### src/common/memBusPkg.sv
// tile memory port shared by the fetch cache and the memory model

package memBusPkg;

	localparam int MEM_ADDR_BITS = 32;	// byte address on the port
	localparam int MEM_TILE_BITS = 128;	// one 16-byte tile per transfer

	// operation codes driven by the requester
	typedef enum logic [4:0]
	{
		opmReady  = 5'h00,	// port idle
		opmRdTile = 5'h11	// read one tile
	} memOpmE;

	// status codes returned by the memory side
	typedef enum logic [1:0]
	{
		okReady = 2'b00,	// idle, ready for a new operation
		okOk    = 2'b01,	// data valid this cycle
		okHold  = 2'b10,	// still working
		okFault = 2'b11		// access failed
	} memOkE;

	// request from the cache
	typedef struct packed
	{
		logic [MEM_ADDR_BITS-1:0] addr;	// tile aligned
		memOpmE opm;
	} memReqS;

endpackage

### src/common/icachePkg.sv
// geometry and data types of the L1 instruction cache

package icachePkg;

	localparam int IC_IX_BITS = 6;	// index bits per bank
	localparam int IC_LINES = 1 << IC_IX_BITS;	// lines per bank
	localparam int IC_LINE_BITS = 128;
	localparam int IC_LA_BITS = 28;	// line address width
	localparam int IC_WIN_BITS = 96;	// window handed to the PC unit

	// PC split into line address and byte offset
	// offset bit 3 selects the half-line, bits 2 to 1 the halfword
	typedef struct packed
	{
		logic [IC_LA_BITS-1:0] lineAddr;
		logic [3:0] offset;
	} fetchFieldsS;

	typedef union packed
	{
		logic [31:0] raw;
		fetchFieldsS fields;
	} fetchAddrU;

	// tag entry as stored in a bank
	typedef struct packed
	{
		logic [3:0] flag;	// low bits hold ~lineAddr[1:0]
		logic [IC_LA_BITS-1:0] lineAddr;
	} tagEntryS;

	// bank write port
	typedef struct packed
	{
		logic we;
		logic [IC_IX_BITS-1:0] ix;
		tagEntryS tag;
		logic [IC_LINE_BITS-1:0] data;
	} bankFillS;

	// how far the PC unit advances
	typedef enum logic [2:0]
	{
		step16 = 3'd1,
		step32 = 3'd2,
		step48 = 3'd3,
		stepWide2 = 3'd4,	// two 32-bit ops
		stepWide3 = 3'd6	// three ops
	} stepE;

	// result towards the PC unit
	typedef struct packed
	{
		logic [IC_WIN_BITS-1:0] window;
		stepE step;
		memBusPkg::memOkE ok;
	} fetchOutS;

endpackage

### src/icache/icFetchAlign.sv
`timescale 1ns/1ps

// hit check and window alignment for the fetch cache

module icFetchAlign
(
	input icachePkg::fetchAddrU pcReg,
	input logic [icachePkg::IC_LA_BITS-1:0] reqEven,
	input logic [icachePkg::IC_LA_BITS-1:0] reqOdd,
	input icachePkg::tagEntryS tagEven,
	input icachePkg::tagEntryS tagOdd,
	input logic [icachePkg::IC_LINE_BITS-1:0] dataEven,
	input logic [icachePkg::IC_LINE_BITS-1:0] dataOdd,
	input logic wideExec,
	input memBusPkg::memOkE memOk,
	output icachePkg::fetchOutS fetch,
	output logic missEven,
	output logic missOdd
);
	import icachePkg::*;
	import memBusPkg::*;

	logic [IC_LINE_BITS+31:0] win160;	// current line plus 32 bits of the next
	logic [IC_WIN_BITS-1:0] win96;
	logic [2:0] lenA;	// first op
	logic [2:0] lenB;	// op two halfwords later

	// bit 2 marks a bundle start, bits 1 to 0 the plain step
	function automatic logic [2:0] opLen(input logic [15:0] w);
		logic [2:0] len;
		casez ({w[15:13], w[11:10], w[8]})
			6'b111_11?: len = 3'b011;
			6'b111_101: len = 3'b110;
			6'b111_100: len = 3'b010;
			6'b111_01?: len = 3'b110;
			6'b111_00?: len = 3'b010;
			default: len = 3'b001;
		endcase
		len[2] = len[2] & w[12];	// bundle start needs bit 12
		return len;
	endfunction

	always_comb
	begin
		missEven = (tagEven.lineAddr != reqEven) ||
			(tagEven.flag[1:0] != ~tagEven.lineAddr[1:0]);
		missOdd = (tagOdd.lineAddr != reqOdd) ||
			(tagOdd.flag[1:0] != ~tagOdd.lineAddr[1:0]);

		// bank order from line bit 0, start from the half-line
		case ({pcReg.fields.lineAddr[0], pcReg.fields.offset[3]})
			2'b00: win160 = {dataOdd[31:0], dataEven};
			2'b01: win160 = {dataOdd[95:0], dataEven[127:64]};
			2'b10: win160 = {dataEven[31:0], dataOdd};
			default: win160 = {dataEven[95:0], dataOdd[127:64]};
		endcase

		win96 = win160[{pcReg.fields.offset[2:1], 4'b0000} +: IC_WIN_BITS];

		lenA = opLen(win96[15:0]);
		lenB = opLen(win96[47:32]);

		fetch.window = win96;
		fetch.step = stepE'({1'b0, lenA[1:0]});
		if (wideExec && lenA[2])
			fetch.step = lenB[2] ? stepWide3 : stepWide2;

		// a fault overrides everything for this cycle
		if (memOk == okFault)
			fetch.ok = okFault;
		else if (missEven || missOdd)
			fetch.ok = okHold;
		else
			fetch.ok = okOk;
	end

endmodule

### config.mk
export PLATFORM = sky130hd
export DESIGN_NAME = icFetchAlign
export DESIGN_NICKNAME = d
export VERILOG_FILES = /design/src/common/memBusPkg.sv /design/src/common/icachePkg.sv /design/src/icache/icFetchAlign.sv
export SDC_FILE = /design/constraint.sdc
export NUM_CORES = 1
export LEC_CHECK = 0
export BUFFER_PORTS_ARGS = -buffer_cell sky130_fd_sc_hd__buf_2
export CAP_MARGIN = 20
export CELL_PAD_IN_SITES_DETAIL_PLACEMENT = 1
export CELL_PAD_IN_SITES_GLOBAL_PLACEMENT = 1
export CORE_AREA = 10 10 194 196
export DETAILED_ROUTE_END_ITERATION = 6
export DIE_AREA = 0 0 204 206
export GPL_TIMING_DRIVEN = 0
export PLACE_DENSITY_LB_ADDON = 0.1
export RECOVER_POWER = 50
export SLEW_MARGIN = 25
export SYNTH_ARGS = -nofsm -noshare
export SYNTH_HDL_FRONTEND = slang
export SYNTH_SLANG_ARGS = --single-unit
export TNS_END_PERCENT = 1
### constraint.sdc
create_clock -name vclk -period 1.58
set_input_delay 0.079 -clock vclk [all_inputs]
set_output_delay 0.079 -clock vclk [all_outputs]
set_load 0.1 [all_outputs]
Yosys cells after proc, flatten, opt, wreduce, memory -nomap -nowiden:

Index checks and enable logic that the tools add are counted.

* bits of input ports: 411
* register bits: 0
* word-level logic and storage cells: 38
* output and inout port bits: 103

* reductions and logical operators: 9
* equal/unequal tests: 17
* shift-type cells: 1
* mux-type cells: 7
* bitwise gates (word level): 4

Operators by type and width (count)
* 160-bit one-hot mux with 3 select lines: 1
* 160-bit by 7-bit variable part select with 96-bit output: 1
* 28-bit != test: 2
* 5-bit equality test, second input constant: 6
* 6-bit equality test, second input constant: 4
* 3-bit one-hot mux with 3 select lines: 2
* 2-bit OR reduction: 4
* 2-bit two-way mux: 3
* 2-bit equality test, second input constant: 2
* 2-bit != test: 2
* 2-bit inverter: 2
* 1-bit logical OR: 3
* 3-bit two-way mux: 1
* 1-bit bitwise AND: 2
* 2-bit by 1-bit equality test with 1-bit output, second input constant: 1
* 2-bit logical NOT: 1
* 1-bit logical AND: 1

Depth between registers and ports, before layout:

* depth in word-level cells: 9
* gate-level depth with buffers: 12
* mapped depth without buffers: 6

Worst setup path before layout:

No wires, ideal clock.

* kind: input to output
* start: input pcReg[3] (netlist name)
* end: output fetch[3] (netlist name)
* stages on the path: 9
* required time: 1.501 ns
* arrival time: 4.445 ns
* buffers on the path: 4
* setup slack: -2.944 ns
* cells stage by stage: buf_6 -> buf_4 -> buf_4 -> buf_4 -> nor2_1 -> a21oi_1 -> o221ai_1 -> nand3_2 -> a21oi_1

RTL lines
* from (decl): RTL line icFetchAlign.sv:7 `input icachePkg::fetchAddrU pcReg,`
* to (decl): RTL line icFetchAlign.sv:16 `output icachePkg::fetchOutS fetch,`

==> summary.md <==
| Metric | Value |
|---|---|
| Storage element area | `0 um^2` |
| Die Footprint | `0.0420 mm^2` |
| Worst EP arrival | `2.11 ns` |
| Pwr Density | `596 mW/mm^2` |
| Mapped Nets | `1228` |
| Routability congestion estimate | `0.872` |
| Routed wire length | `58.0 mm` |
| Critical setup path kind | `in -> out` |
| Yosys cell types | `44` |
| Failing checks | `setup timing` |
| Final instance area | `0.0126 mm^2` |
| Area grow syn2layout | `78.1%` |
| Max-slew violation count | `0` |
| Commonest non-fill, non-tap cells in the layout | `buf_2 (378), nand2_1 (155), mux4_2 (113)` |
| Filler cells | `4013` |
| FFs & Latches | `0` |
| Drt initial violations | `621` |
| Synth area leaders | `mux4_2 (35%), mux2i_1 (10%), nand2_1 (8.6%)` |
| IR drop worst, VDD | `0.000221 V` |
| Yosys warnings | `0` |
| Most common cell after layout, fill and taps aside | `buf_2` |
| Port bufs | `480` |
| DP Wirelength | `46.3 mm` |
| Setup TNS | `-40.38 ns` |
| F_max | `457 MHz` |
| Drt wl/cell | `32.4 um` |
| Yosys top cell area share | `0.352` |
| First-pass GRT wire length | `79.0 mm` |
| Antenna Nets Post-Route | `0` |
| Leak pwr | `5.50 nW` |
| Die Span Y | `206 um` |
| Placed Instance Area | `0.0101 mm^2` |
| Normalized max-slew margin | `0.606` |
| Vias in the first global route | `10800` |
| Crit end category | `primary output` |
| Final number of setup-violating endpoints | `100` |
| Post-Syn Area | `0.00710 mm^2` |
| Number of max-cap violations | `0` |
| # rows | `68` |
| Vias per cell | `5.44` |
| Avg Cell Area, Syn | `8.69 um^2` |
| # clk buffers | `0` |
| Final min period | `2.19 ns` |
| DRT Pass-1 Iters | `6` |
| RSZ-0062 raised after global routing | `true` |
| CTS Hold Bufs | `0` |
| Die Wd | `204 um` |
| Antenna violations before repair | `5` |
| Largest net degree at the start of global routing | `11` |
| Hold Fails Final Rpt | `0` |
| DRC Markers | `0` |
| DR vias | `9722` |
| Crit share post-route | `1.38` |
| Post-synthesis sequential area ratio | `0` |
| Hold WC Path Type | `in -> out` |
| Worst-Margin Slew | `0.592 ns` |
| Status | `complete, but fails checks` |
| Congestion Overflow GR | `0` |
| CP required | `1.50 ns` |
| Final Net Count | `1739` |
| Startpoint types | `primary input` |
| Core area | `0.0339 mm^2` |
| Initial Utilization | `0.209` |
| Gr usage total | `0.261` |
| Area leader, netlist | `mux4_2` |
| Cells after Synth | `817` |
| Fraction of layout cells with a size suffix above 1 | `0.644` |
| Io pins | `514` |
| Worst Slack Setup Final | `-0.606 ns` |
| Crit Path Max Fanout | `8` |
## cells by family after synthesis
logic type	after synthesis	synth area share
buffers and inverters	86	0.0809
AOI/OAI and AO/OA	162	0.136
and+or+nand+nor	285	0.177
xor gates and xnor gates	56	0.0691
muxes	228	0.537
## power breakdown
part	switching, mW	internal, mW	leakage (nW)
Combinational	4.86	2.67	5.50
Sequential	0	0	0
Clock	0	0.000000425	0.0000317
Total	4.86	2.67	5.50
## per-stage QoR
| stage | setup slack (ns) | utilization | cells | hold WS (ns) | power, mW |
|---|---|---|---|---|---|
| 2_1_floorplan | -1.89 | - | 817 | 0.581 | 4.41 |
| 3_3_place_gp | -1.83 | 0.298 | 1752 | 0.657 | 6.19 |
| 3_5_place_dp | -1.85 | 0.298 | 1752 | 0.674 | 6.22 |
| 4_1_cts | -0.573 | 0.360 | 1780 | 0.590 | 7.30 |
| 5_1_grt | -0.657 | 0.372 | 1783 | 0.611 | 7.79 |
| 6_report | -0.606 | 0.372 | 1786 | 0.584 | 7.53 |
## worst max-delay path, stage by stage
cell	delay, ns
buf_16	0.13
buf_16	0.15
bufbuf_16	0.28
mux2i_2	0.18
mux2_4	0.32
o221ai_2	0.19
and4_4	0.27
o31ai_2	0.10
a21oi_4	0.18
buf_12	0.19
## timing repair
action | in CTS | in global routing
cloned | 3 | 0
setup buffers | 25 | 2
endpoints found under the hold margin | 0 | 0
endpoints found under the setup margin | 103 | 103
pin swaps | 46 | 17
resized for setup | 521 | 109
## per-layer routing
metal	track usage	vias to the layer above	wire, um
met2	0.471	485	29100
met3	0.0530	64	4130
li1	-	4199	-
met1	0.311	4972	23400
met4	0.0574	2	1310
met5	0	-	13
## cells in the mapped netlist (all sizes together), types with 2 or more instances
library cell and instances:
and2 6, nand3 14, o21ai 56, nor2 57, xor2 20, a31oi 29
mux2 40, xnor2 36, nand4 10, o211ai 3, and3 14, o21a 2
clkbuf 22, nor4 8, nand2 162, mux4 116, a311oi 4, inv 5
mux2i 72, nor2b 11, a21oi 41, o221ai 4, a211oi 7, a22oi 12
buf 59
## final timing paths
check | from | endpoint | slack [ns] | cells past startpoint
max | pcReg[4] | fetch[3] | -0.61 | 10
min | memOk[1] | fetch[0] | 0.58 | 4
## final cells by class
class,instances,area (um^2),share of cell area
multi-input cells,731,7150,0.565
repair buffers,509,3640,0.288
plain buffers,81,1250,0.0987
well taps,455,569,0.0450
inverters,5,22.5,0.00178
diodes,5,12.5,0.000990
Power figures use the tool's default switching activity.
