`src/common/memBusPkg.sv`:
```
// tile memory port shared by the fetch cache and the memory model

package memBusPkg;

	localparam int MEM_ADDR_BITS = 32;	// byte address on the port
	localparam int MEM_TILE_BITS = 128;	// one 16-byte tile per transfer

	// operation codes driven by the requester
	typedef enum logic [4:0]
	{
		opmReady  = 5'h00,	// port idle
		opmRdTile = 5'h11	// read one tile
	} memOpmE;

	// status codes returned by the memory side
	typedef enum logic [1:0]
	{
		okReady = 2'b00,	// idle, ready for a new operation
		okOk    = 2'b01,	// data valid this cycle
		okHold  = 2'b10,	// still working
		okFault = 2'b11		// access failed
	} memOkE;

	// request from the cache
	typedef struct packed
	{
		logic [MEM_ADDR_BITS-1:0] addr;	// tile aligned
		memOpmE opm;
	} memReqS;

endpackage

```
`src/common/icachePkg.sv`:
```
// geometry and data types of the L1 instruction cache

package icachePkg;

	localparam int IC_IX_BITS = 6;	// index bits per bank
	localparam int IC_LINES = 1 << IC_IX_BITS;	// lines per bank
	localparam int IC_LINE_BITS = 128;
	localparam int IC_LA_BITS = 28;	// line address width
	localparam int IC_WIN_BITS = 96;	// window handed to the PC unit

	// PC split into line address and byte offset
	// offset bit 3 selects the half-line, bits 2 to 1 the halfword
	typedef struct packed
	{
		logic [IC_LA_BITS-1:0] lineAddr;
		logic [3:0] offset;
	} fetchFieldsS;

	typedef union packed
	{
		logic [31:0] raw;
		fetchFieldsS fields;
	} fetchAddrU;

	// tag entry as stored in a bank
	typedef struct packed
	{
		logic [3:0] flag;	// low bits hold ~lineAddr[1:0]
		logic [IC_LA_BITS-1:0] lineAddr;
	} tagEntryS;

	// bank write port
	typedef struct packed
	{
		logic we;
		logic [IC_IX_BITS-1:0] ix;
		tagEntryS tag;
		logic [IC_LINE_BITS-1:0] data;
	} bankFillS;

	// how far the PC unit advances
	typedef enum logic [2:0]
	{
		step16 = 3'd1,
		step32 = 3'd2,
		step48 = 3'd3,
		stepWide2 = 3'd4,	// two 32-bit ops
		stepWide3 = 3'd6	// three ops
	} stepE;

	// result towards the PC unit
	typedef struct packed
	{
		logic [IC_WIN_BITS-1:0] window;
		stepE step;
		memBusPkg::memOkE ok;
	} fetchOutS;

endpackage

```
`src/icache/icMissCtl.sv`:
```
`timescale 1ns/1ps

// miss handling for the fetch cache
// reads one tile per missing line over the memory port and fills the bank

module icMissCtl
(
	input logic clock,
	input logic arstN,
	input logic missEven,
	input logic missOdd,
	input logic [icachePkg::IC_LA_BITS-1:0] reqEven,
	input logic [icachePkg::IC_LA_BITS-1:0] reqOdd,
	input logic [icachePkg::IC_IX_BITS-1:0] ixEven,
	input logic [icachePkg::IC_IX_BITS-1:0] ixOdd,
	input logic [memBusPkg::MEM_TILE_BITS-1:0] memData,
	input memBusPkg::memOkE memOk,
	output memBusPkg::memReqS memReq,
	output icachePkg::bankFillS fillEven,
	output icachePkg::bankFillS fillOdd
);
	import icachePkg::*;
	import memBusPkg::*;

	typedef enum logic [1:0]
	{
		sIdle,
		sPick,	// choose the bank, even first
		sReq,	// rdTile on the port
		sDone	// ready until the port is idle again
	} stateE;

	stateE state;
	logic bankOdd;	// line in flight belongs to the odd bank
	logic [IC_LA_BITS-1:0] lineQ;
	logic [IC_IX_BITS-1:0] ixQ;
	logic memDone;
	logic weEven;
	logic weOdd;
	tagEntryS fillTag;
	logic [IC_IX_BITS-1:0] fillIx;
	logic [IC_LINE_BITS-1:0] fillData;

	// a fault ends the read like ok does
	assign memDone = (memOk == okOk) || (memOk == okFault);

	always_ff @(posedge clock or negedge arstN)
	begin
		if (!arstN)
		begin
			state <= sIdle;
			bankOdd <= 1'b0;
			lineQ <= '0;
			ixQ <= '0;
			weEven <= 1'b0;
			weOdd <= 1'b0;
		end
		else
		begin
			weEven <= 1'b0;	// one-cycle strobes
			weOdd <= 1'b0;
			case (state)
				sIdle:
					if (missEven || missOdd)
						state <= sPick;
				sPick:
				begin
					// the pick cycle also lets a fresh bank read settle
					if (missEven)
					begin
						bankOdd <= 1'b0;
						lineQ <= reqEven;
						ixQ <= ixEven;
						state <= sReq;
					end
					else if (missOdd)
					begin
						bankOdd <= 1'b1;
						lineQ <= reqOdd;
						ixQ <= ixOdd;
						state <= sReq;
					end
					else
						state <= sIdle;
				end
				sReq:
					if (memDone)
					begin
						weEven <= !bankOdd;
						weOdd <= bankOdd;
						state <= sDone;
					end
				default:
					if (memOk == okReady)
						state <= sIdle;
			endcase
		end
	end

	// fill payload taken with the tile
	always_ff @(posedge clock)
	begin
		if ((state == sReq) && memDone)
		begin
			fillData <= memData;
			fillIx <= ixQ;
			fillTag.lineAddr <= lineQ;
			fillTag.flag <= {2'b00, ~lineQ[1:0]};
		end
	end

	assign memReq.addr = {lineQ, 4'h0};
	assign memReq.opm = (state == sReq) ? opmRdTile : opmReady;

	always_comb
	begin
		fillEven.we = weEven;
		fillEven.ix = fillIx;
		fillEven.tag = fillTag;
		fillEven.data = fillData;
		fillOdd.we = weOdd;
		fillOdd.ix = fillIx;
		fillOdd.tag = fillTag;
		fillOdd.data = fillData;
	end

endmodule

```
`config.mk`:
```
export PLATFORM = sky130hd
export DESIGN_NAME = icMissCtl
export DESIGN_NICKNAME = d
export VERILOG_FILES = /design/src/common/memBusPkg.sv /design/src/common/icachePkg.sv /design/src/icache/icMissCtl.sv
export SDC_FILE = /design/constraint.sdc
export NUM_CORES = 1
export LEC_CHECK = 0
export BUFFER_PORTS_ARGS = -buffer_cell sky130_fd_sc_hd__buf_4
export CORE_AREA = 2 2 222 224
export CTS_CLUSTER_DIAMETER = 30
export DETAILED_ROUTE_END_ITERATION = 10
export DIE_AREA = 0 0 224 226
export SLEW_MARGIN = 20
export SYNTH_ARGS = -nofsm -noshare
export SYNTH_HDL_FRONTEND = slang
export SYNTH_SLANG_ARGS = --single-unit
export TNS_END_PERCENT = 20
```
`constraint.sdc`:
```
create_clock -name clock -period 12.4 [get_ports clock]
set_clock_uncertainty 0.2 [all_clocks]
set_input_delay 2.48 -clock clock [delete_from_list [all_inputs] [get_ports clock]]
set_output_delay 2.48 -clock clock [all_outputs]
set_load 0.03 [all_outputs]
```
; Word-level counts from Yosys, hierarchy flattened
; Index checks and enable logic that the tools add are counted.
[word_totals]
regBits = 203
output_inout_bits = 371
[classes]
n_eq_ne = 6
bitwise_logic = 1
muxes = 17
reduce_logical = 10
[ops]
columns = operator, n
row1 = 28-bit two-way mux, 2
row2 = 6-bit two-way mux, 2
row3 = 2-bit two-way mux, 5
row4 = 1-bit two-way mux, 6
row5 = 2-bit one-hot mux with 3 select lines, 1
row6 = 5-bit two-way mux, 1
row7 = "2-bit by 1-bit == test with 1-bit output, second input constant", 2
row8 = "2-bit == test, second input constant", 2
row9 = 2-bit logical NOT, 2
row10 = "2-bit != test, second input constant", 2
row11 = 4-bit nonzero test, 1
row12 = 3-bit AND reduction, 1
row13 = 1-bit logical OR, 2
row14 = 2-bit inverter, 1
row15 = 2-bit AND reduction, 1
row16 = 2-bit nonzero test, 1
row17 = 1-bit logical AND, 1
row18 = 1-bit logical NOT, 1

; Longest topological paths before layout
; Gate-level depths: netlist of run 1.
[logic_depth]
word_depth = 4
depth_mapped = 6
mapped_depth_nobuf = 3

; Worst setup path after synthesis of run 1
; No wires, ideal clock.
[synth_path]
kind = input to register
from = in memOk[0]
to = reg fillData[0] (enable)
required_ns = 11.656
n_path_buf = 0
arrival_ns = 6.225
slack_ns = 5.431
path_stages = 1
path_cell_list = and2_1
[synth_via]
elab_chain_cells = 3
[synth_lines]
columns = element, line_no
row1 = from (decl), icMissCtl.sv:17  ; input memBusPkg::memOkE memOk,
row2 = 2-bit by 1-bit == test with 1-bit output or 2-bit == test (tied branches), icMissCtl.sv:45  ; assign memDone = (memOk == okOk) || (memOk == okFault);
row3 = 1-bit logical OR (*), icMissCtl.sv:45
row4 = 1-bit logical AND (*), icMissCtl.sv:103  ; if ((state == sReq) && memDone)
row5 = to (signal assigned), icMissCtl.sv:105  ; fillData <= memData;
row6 = to (decl), icMissCtl.sv:42  ; logic [IC_LINE_BITS-1:0] fillData;
; Mark *: on every way between the ends. The rest lies on a longest branch, timed or not.
; A chain may end at the register's enable or synchronous reset.

==> results of run 1 <==
==> layout make-up <==
class | instances | share of cell area, %
clock inverter | 36 | 3.53
antenna | 1 | 0.0181
timing repair buffer | 564 | 30.6
multi-input combinational | 94 | 7.33
tap | 622 | 5.63
clock buffer | 63 | 10.1
sequential | 203 | 42.7
inverter | 2 | 0.0543
==> registers in the layout (all words and copies together), names as in the netlist <==
register / flops
weOdd: 1
fillIx: 6
state: 2
fillEven: 30
weEven: 1
ixQ: 6
bankOdd: 1
fillData: 128
lineQ: 28
==> logic make-up after synthesis <==
group | synth area share, %
flops | 71.0
simple gates | 0.903
other cells | 0.0451
compound gates | 0.391
mux | 10.4
buf+inv | 17.3
==> layout by cell type (no fill, tap or decap), types with 2 or more instances in the layout <==
cell type,instances
clkbuf_16,54
a21o_1,2
buf_4,564
mux2i_1,4
a21oi_1,2
clkinv_2,8
inv_6,4
conb_1,11
mux2_4,27
nand2_1,2
clkinv_1,4
nor2b_4,2
nor2b_1,2
mux2_2,32
bufinv_16,10
clkinvlp_4,7
clkbuf_1,8
dfrtp_1,39
inv_1,2
mux2_1,5
edfxtp_1,164
==> worst max-delay path by stage <==
stage	endpoint	slack [ps]	cells after the start
floorplan	fillData[0]	5430	1
global placement	lineQ[2]	7720	5
detailed placement	lineQ[6]	7670	5
CTS	memReq[4]	8100	2
global route	memReq[4]	8040	2
finish	memReq[4]	8180	2
==> worst max-delay path: stages (launching register included) <==
cell	delay (ps)
dfrtp_1	430
nor2b_1	310
buf_4	230
==> power by group <==
part | total (uW) | leakage (uW) | internal, uW | switching, uW
Combinational | 1160 | 0.00317 | 440 | 719
Sequential | 1110 | 0.00198 | 968 | 139
Clock | 1430 | 0.000901 | 1010 | 423
Total | 3700 | 0.00605 | 2420 | 1280
==> metal layers <==
layer  vias up  part of all wire [%]  track usage (%)  wire [um]
li1       2409                     -                -          -
met1      2592                    39             12.1      10900
met2       363                    50             17.2      13900
met3        45                   8.6             3.51       2380
met4         0                   2.2             3.44        601
met5         -                     0                0          0
==> metrics by stage <==
stage / cell area, um^2 / utilization (%) / worst slack (ps) / hold WS (ps) / total power (uW)
floorplan: 8350 / - / 5430 / 218 / 1920
global placement: 11900 / 24.7 / 7720 / 240 / 2280
detailed placement: 11900 / 24.7 / 7670 / 236 / 2290
CTS: 13800 / 28.6 / 8100 / 250 / 3750
global route: 13800 / 28.6 / 8040 / 273 / 3840
finish: 13800 / 28.6 / 8180 / 253 / 3700
==> metrics.cfg, run 1 <==
[outcome]
status=finished, final reports clean

[sta]
worst_slew_pin_slew_ps=969
drv_slew=0
finalSetupViolations=0
hold_violations=0
fmax_ghz=0.237
rsz0062_at_grt=false
fin_crit_sh_pct=34.0
finalSetupTns_ps=0
max_slew_margin_pct=35.4
fin_crit_ps=4220

[logic_synthesis]
synthCells=475
yosys.cell_count.top_type=buf_4
yosys-top-cells-area=edfxtp_1 59%, buf_4 16%, dfrtp_1 12%
yosysWarnings=0
synth_area_mm2=0.00832
async_flop_share_pct=19.2
synth_cell_types=22
synth_top_area_cell=edfxtp_1
synth_seq_cells=203
yosys_most_used_dff=edfxtp_1
ys_top_cells_by_count=178 x buf_4, 164 x edfxtp_1, 39 x dfrtp_1
avgSynthCellArea_um2=17.5
synth_edf_count=164
yosysTopAreaCellShare_pct=59.2
ys_seq_area_share_pct=71.0

[floorplan]
core_area_mm2=0.0483
num_io_pins=573
die_h_um=226
fp-row-count=81
die_area_mm2=0.0506
initial_utilization_pct=17.2
fp.dieW_um=224

[layout]
seq_area_mm2=0.00590
finalNetCount=1120
stdcell_count=1585
drive_gt1_share_pct=74.2
nFillCells=4913
multi_input_area_mm2=0.00101
synthToLayoutAreaGrowth_pct=66.2

[worst_setup_path]
start_kind=flop
reg2reg_slack_ps=9750
rr_endpoint=fillData[34]
worstPathArrival_ps=1540
startpoint=state[1]
reg2reg_depth=3
crit_type=flop to primary output
cp-end-kind=primary output
crit_required_ps=9720
worstReg2RegStart=state[1]
crit_fanout=5

[placed_design]
post-place-cells=1485
numPortBuffers=561
hpwl_um=21800
gp_congestion=0.739

[job]
cap_violations=0

[routing]
vias=5409
viasPerCell=3.41
wl_per_cell_um=17.5
drt_iter0_markers=200
postRouteAntennaNets=0
detail_route.first_pass.iterations=4
drc=0
routed_wl_um=27800

[global_route]
grt_antenna_before_repair=6
grt_usage_pct=10.2
grt_pass1_vias=5498
grt_max_degree=75
grt_pass1_wl_um=36800
overflow=0

[clocking]
cts_root_buffer=clkbuf_16
post_cts_resized=0
clk_latency_ps=560
cts_hold_buf=0
htreeDepth=2
post-cts-setup-buffer-count=0
cts_tree=yes
cts.clk_slew.worst_paths_ps=50
cts_sinks=203
cts_made_buffers=53
clockBufferDepth=3

[hold_path]
min_from=ixQ[0]
hold_depth=0
hold_end=fillIx[0]
hp-class=flop to flop

[power]
p_leak_uw=0.00605
ir_drop_v=0.000136
powerDensity_mw_per_mm2=268

Note: power is estimated with default switching activity, not from simulation.
==> run 2: changes to the inputs <==
--- a/config.mk
+++ b/config.mk
@@ -6,10 +6,10 @@
 export NUM_CORES = 1
 export LEC_CHECK = 0
 export BUFFER_PORTS_ARGS = -buffer_cell sky130_fd_sc_hd__buf_4
-export CORE_AREA = 2 2 222 224
+export CORE_AREA = 2 2 223 225
 export CTS_CLUSTER_DIAMETER = 30
 export DETAILED_ROUTE_END_ITERATION = 10
-export DIE_AREA = 0 0 224 226
+export DIE_AREA = 0 0 225 227
 export SLEW_MARGIN = 20
 export SYNTH_ARGS = -nofsm -noshare
 export SYNTH_HDL_FRONTEND = slang
==> constraint.sdc (replaced) <==
create_clock -name clock -period 4.1 [get_ports clock]
set_clock_uncertainty 0.2 [all_clocks]
set_input_delay 0.82 -clock clock [delete_from_list [all_inputs] [get_ports clock]]
set_output_delay 0.82 -clock clock [all_outputs]
set_load 0.03 [all_outputs]
==> metrics.cfg, run 2 (synthesis results as in run 1) <==
[floorplan]
initial_utilization_pct=17.1  ; -0.072 points
die_area_mm2=0.0511  ; +0.89%
fp-row-count=81  ; unchanged
die_h_um=227  ; +0.44%
core_area_mm2=0.0485  ; +0.42%
fp.dieW_um=225  ; +0.45%
num_io_pins=573  ; unchanged

[sta]
max_slew_margin_pct=62.7  ; +27 points
worst_slew_pin_slew_ps=559  ; -410 ps
rsz0062_at_grt=false
drv_slew=0  ; unchanged
fin_crit_ps=2640
hold_violations=0  ; unchanged
finalSetupTns_ps=0  ; unchanged
fmax_ghz=0.379
fin_crit_sh_pct=64.4
whs_ps=51.4  ; -201 ps
finalSetupViolations=0  ; unchanged

[clocking]
cts_hold_buf=0  ; unchanged
cts.clk_slew.worst_paths_ps=50  ; about the same
cts_root_buffer=clkbuf_16
post-cts-setup-buffer-count=0  ; unchanged
htreeDepth=2  ; unchanged
cts_tree=yes
cts_made_buffers=51  ; -3.8%
cts_sinks=203  ; unchanged
post_cts_resized=0  ; unchanged
clockBufferDepth=3  ; unchanged
clk_latency_ps=560  ; about the same

[worst_setup_path]
crit_required_ps=3080  ; -6640 ps
start_kind=flop
crit_fanout=5  ; unchanged
cp-end-kind=primary output
crit_type=flop to primary output
worstPathArrival_ps=1620  ; +80 ps

[layout]
largest_reg_flops=128  ; unchanged
registers.top_by_ff_count=fillData
seq_area_mm2=0.00590  ; unchanged
stdcell_count=1580  ; -0.32%
drive_gt1_share_pct=74.9  ; +0.73 points
final_cell_mix=561 x buf_4, 164 x edfxtp_1, 51 x clkbuf_16, 39 x dfrtp_1, 32 x mux2_2
multi_input_area_mm2=0.00101  ; unchanged
diodes=0  ; -1
nFillCells=4911  ; -0.041%
synthToLayoutAreaGrowth_pct=65.6
fin_util_pct=28.4  ; -0.21 points
finalNetCount=1118  ; -0.18%
final_common_cell=buf_4

[routing]
postRouteAntennaNets=0  ; unchanged
viasPerCell=3.45  ; +0.98%
vias=5445  ; +0.67%
drc=0  ; unchanged
routed_wl_um=28800  ; +3.6%
detail_route.first_pass.iterations=4  ; unchanged
drt_iter0_markers=186  ; -7.0%
wl_per_cell_um=18.2  ; +3.9%

[power]
p_seq_share_pct=30.4  ; +0.5 points
comb_power_share_pct=32.3  ; +1.0 points
p_total_uw=11000  ; +200%
p_leak_uw=0.00603  ; -0.34%
p_int_uw=7060  ; +190%
ir_drop_v=0.000420  ; +210%
p_sw_uw=3940  ; +210%
power.share.clock_pct=37.3  ; -1.4 points
powerDensity_mw_per_mm2=799  ; +200%
netSwitchingFraction_pct=35.8  ; +1.1 points

[global_route]
grt_usage_pct=10.4  ; +0.20 points
overflow=0  ; unchanged
grt_pass1_wl_um=37500  ; +2.0%
grt_antenna_before_repair=8  ; +2
grt_pass1_vias=5465  ; -0.60%
grt_max_degree=77  ; +2.7%

[placed_design]
gp_congestion=0.747  ; +1.2%
numPortBuffers=561  ; unchanged
post-place-cells=1485  ; unchanged
hpwl_um=23000  ; +5.6%

[job]
cap_violations=0  ; unchanged

[outcome]
status=finished, final reports clean

[hold_path]
hp-class=input pin to asynchronous set/reset pin

## run 2: through the flow
| step | worst slack, ps | cell area, um^2 |
|---|---|---|
| after floorplan | 309 | 8350 |
| after global placement | 1340 | 12000 |
| after detailed placement | 1280 | 12000 |
| after CTS | 1440 | 13800 |
| after global routing | 1390 | 13800 |
| final | 1460 | 13800 |
## run 2: power by group through the flow
stage	sequential [uW]	clock [uW]	combinational (uW)
finish	3340	4110	3560
global route	3400	4310	3710
global placement	3370	0	3580
detailed placement	3380	0	3590
CTS	3360	4210	3600
floorplan	4110	0	1670
## run 2: critical path, stage by stage (launching register included)
cell and delay [ps]:
dfrtp_1 430, nor2b_1 400, buf_4 240
## run 2: per-layer routing
| layer | wire, um | up-vias | global-route usage (%) |
|---|---|---|---|
| met5 | 27 | - | 0 |
| met4 | 645 | 4 | 3.50 |
| met3 | 2850 | 48 | 4.23 |
| met2 | 14100 | 363 | 17.2 |
| met1 | 11200 | 2625 | 12.2 |
| li1 | - | 2405 | - |
## run 2: cell type report
class	count	share of cell area, %
Inverter	2	0.0545
Sequential cell	203	42.8
Clock inverter	40	3.57
Timing Repair Buffer	564	31.0
Multi-Input combinational cell	94	7.36
Clock buffer	55	9.52
Tap cell	622	5.65
## run 2: final timing paths
path	start	endpoint	slack, ps	cells past startpoint
hold / removal	arstN	lineQ[25]	50	1
hold reg to reg	ixQ[1]	fillIx[1]	260	0
min in group clock	memData[51]	fillData[51]	230	1
setup / recovery	state[1]	memReq[0]	1460	2
setup reg to reg	state[1]	fillData[25]	1740	3
max in group asynchronous	arstN	weEven	3260	1
==> run 3: changes to the inputs <==
==> constraint.sdc (replaced) <==
create_clock -name clock -period 2.6 [get_ports clock]
set_clock_uncertainty 0.2 [all_clocks]
set_input_delay 0.52 -clock clock [delete_from_list [all_inputs] [get_ports clock]]
set_output_delay 0.52 -clock clock [all_outputs]
set_load 0.03 [all_outputs]
==> metrics.cfg, run 3 (synthesis results as in run 1) <==
[hold_path]
hold_end=lineQ[1]
min_from=reqOdd[1]
hp-class=input pin to flop
hold_depth=3

[placed_design]
gp_congestion=0.761  ; +1.8%
hpwl_um=23500  ; +2.0%
numPortBuffers=561  ; unchanged
dp_slack_ps=484  ; -799 ps

[clocking]
post_cts_resized=0  ; unchanged
cts_root_buffer=clkbuf_16
cts_tree=yes
clockBufferDepth=3  ; unchanged
cts_sinks=203  ; unchanged
cts_made_buffers=51  ; unchanged
htreeDepth=2  ; unchanged
clk_latency_ps=550  ; about the same
cts.clk_slew.worst_paths_ps=40  ; about the same

[worst_setup_path]
path_cells=nor2b_4 -> buf_4
reg2reg_depth=3  ; unchanged
slowest_delay_ps=460  ; +30 ps
worstReg2RegStart=state[1]
reg2reg_slack_ps=520  ; -1220 ps
worstPathArrival_ps=1420  ; -200 ps
crit_type=flop to primary output
cp-end-kind=primary output
cp_slowest_cell=dfrtp_1
rr_endpoint=fillData[28]
startpoint=state[1]
crit_fanout=5  ; unchanged
start_kind=flop
crit_required_ps=1880  ; -1200 ps

[routing]
dr.max_layer_used=met5
detail_route.first_pass.iterations=4  ; unchanged
postRouteAntennaNets=0  ; unchanged
viasPerCell=3.44  ; -0.13%
drt_iter0_markers=230  ; +24%
met1_length_um=11200  ; +0.30%
wl_met3_um=2650  ; -7.2%
wl_met2_um=15300  ; +8.5%
wl_per_cell_um=17.3  ; -5.1%
drc=0  ; unchanged
routed_wl_um=30000  ; +4.0%
vias=5961  ; +9.5%

[sta]
fin_crit_sh_pct=82.3
fmax_ghz=0.467
rsz0062_at_grt=false
setup_ws_ps=460  ; -999 ps
max_slew_margin_pct=58.3  ; -4.4 points
worst_slew_pin_slew_ps=625  ; +65.8 ps
fin_crit_ps=2140
finalSetupViolations=0  ; unchanged
hold_violations=0  ; unchanged
finalSetupTns_ps=0  ; unchanged
drv_slew=0  ; unchanged

[job]
cap_violations=0  ; unchanged

[layout]
fin_util_pct=31.3  ; +2.9 points
drive_gt1_share_pct=66.1  ; -8.9 points
largest_reg_flops=128  ; unchanged
final_common_cell=buf_4
finalNetCount=1265  ; +13%
registers.top_by_ff_count=fillData
final_cell_mix=578 x buf_4, 164 x edfxtp_1, 129 x dlygate4sd3_1, 51 x clkbuf_16, 39 x dfrtp_1
synthToLayoutAreaGrowth_pct=82.7

[power]
powerDensity_mw_per_mm2=1160  ; +45%
p_leak_uw=0.00666  ; +10%
ir_drop_v=0.000608  ; +45%

[global_route]
grt_usage_pct=10.9  ; +0.49 points
grt_pass1_vias=6274  ; +15%
grt_pass1_wl_um=40000  ; +6.6%
grt_antenna_before_repair=10  ; +2
overflow=0  ; unchanged
grt_max_degree=40  ; -48%

[floorplan]
fp-row-count=81  ; unchanged
fp.dieW_um=225  ; unchanged
num_io_pins=573  ; unchanged
initial_utilization_pct=17.1  ; unchanged
die_h_um=227  ; unchanged
die_area_mm2=0.0511  ; unchanged
core_area_mm2=0.0485  ; unchanged

[outcome]
status=finished, final reports clean

-- run 3: changes by cell type in the layout (fill, tap and decap cells not counted), moves of 3 or more --
| cell | change |
|---|---|
| buf_4 | +17 |
| clkbuf_1 | +4 |
| clkinv_1 | +3 |
| clkinv_4 | -9 |
| diode_2 | +4 |
| dlygate4sd3_1 | +129 |
-- run 3: what timing repair did --
item                      4_1_cts  5_1_grt
hold endpoints to repair      167        0
buffers inserted                0        0
hold buffers                  129        0
-- run 3: metal layers --
metal	up-vias	global-route usage (%)
met2	362	19.1
met1	2826	12.4
met5	-	0
li1	2705	-
met3	64	3.32
met4	4	4.36
-- run 3: area by class of cell --
| type | instances | area, um^2 |
|---|---|---|
| Fill cell | 4790 | 33300 |
| Inverter | 2 | 7.51 |
| Multi-Input combinational cell | 94 | 1020 |
| Sequential cell | 203 | 5900 |
| Clock inverter | 37 | 442 |
| Clock buffer | 59 | 1330 |
| Antenna cell | 4 | 10.0 |
| Timing Repair Buffer | 711 | 5710 |
| Tap cell | 622 | 778 |
-- run 3: worst max-delay path, delay by kind of cell (launching register included) --
kind | cells | cell delay, ps
DFF | 1 | 460
and+or+nand+nor | 1 | 220
buffers and inverters | 1 | 190
-- run 3: power breakdown --
part / internal [uW] / total (uW) / switching [uW]
Combinational: 2370 / 5900 / 3530
Clock: 4450 / 6420 / 1970
Sequential: 4600 / 5290 / 687
-- run 3: worst max path at each step --
| stage | end | cells past startpoint | slack, ps |
|---|---|---|---|
| floorplan | fillData[0] | 2 | 10 |
| global placement | fillData[95] | 3 | 540 |
| detailed placement | fillData[95] | 3 | 480 |
| CTS | memReq[4] | 2 | 400 |
| global route | memReq[4] | 2 | 370 |
| finish | memReq[4] | 2 | 460 |
-- run 3: through the flow --
stage / cells / total power [uW] / area (um^2) / hold slack [ps]
3_5_place_dp: 1503 / 11100 / 12100 / 235
6_report: 1732 / 17600 / 15200 / 74.9
3_3_place_gp: 1503 / 11100 / 12100 / 253
5_1_grt: 1730 / 18300 / 15200 / 58.3
2_1_floorplan: 485 / 9110 / 8360 / 24.4
4_1_cts: 1728 / 17900 / 15200 / 32.3
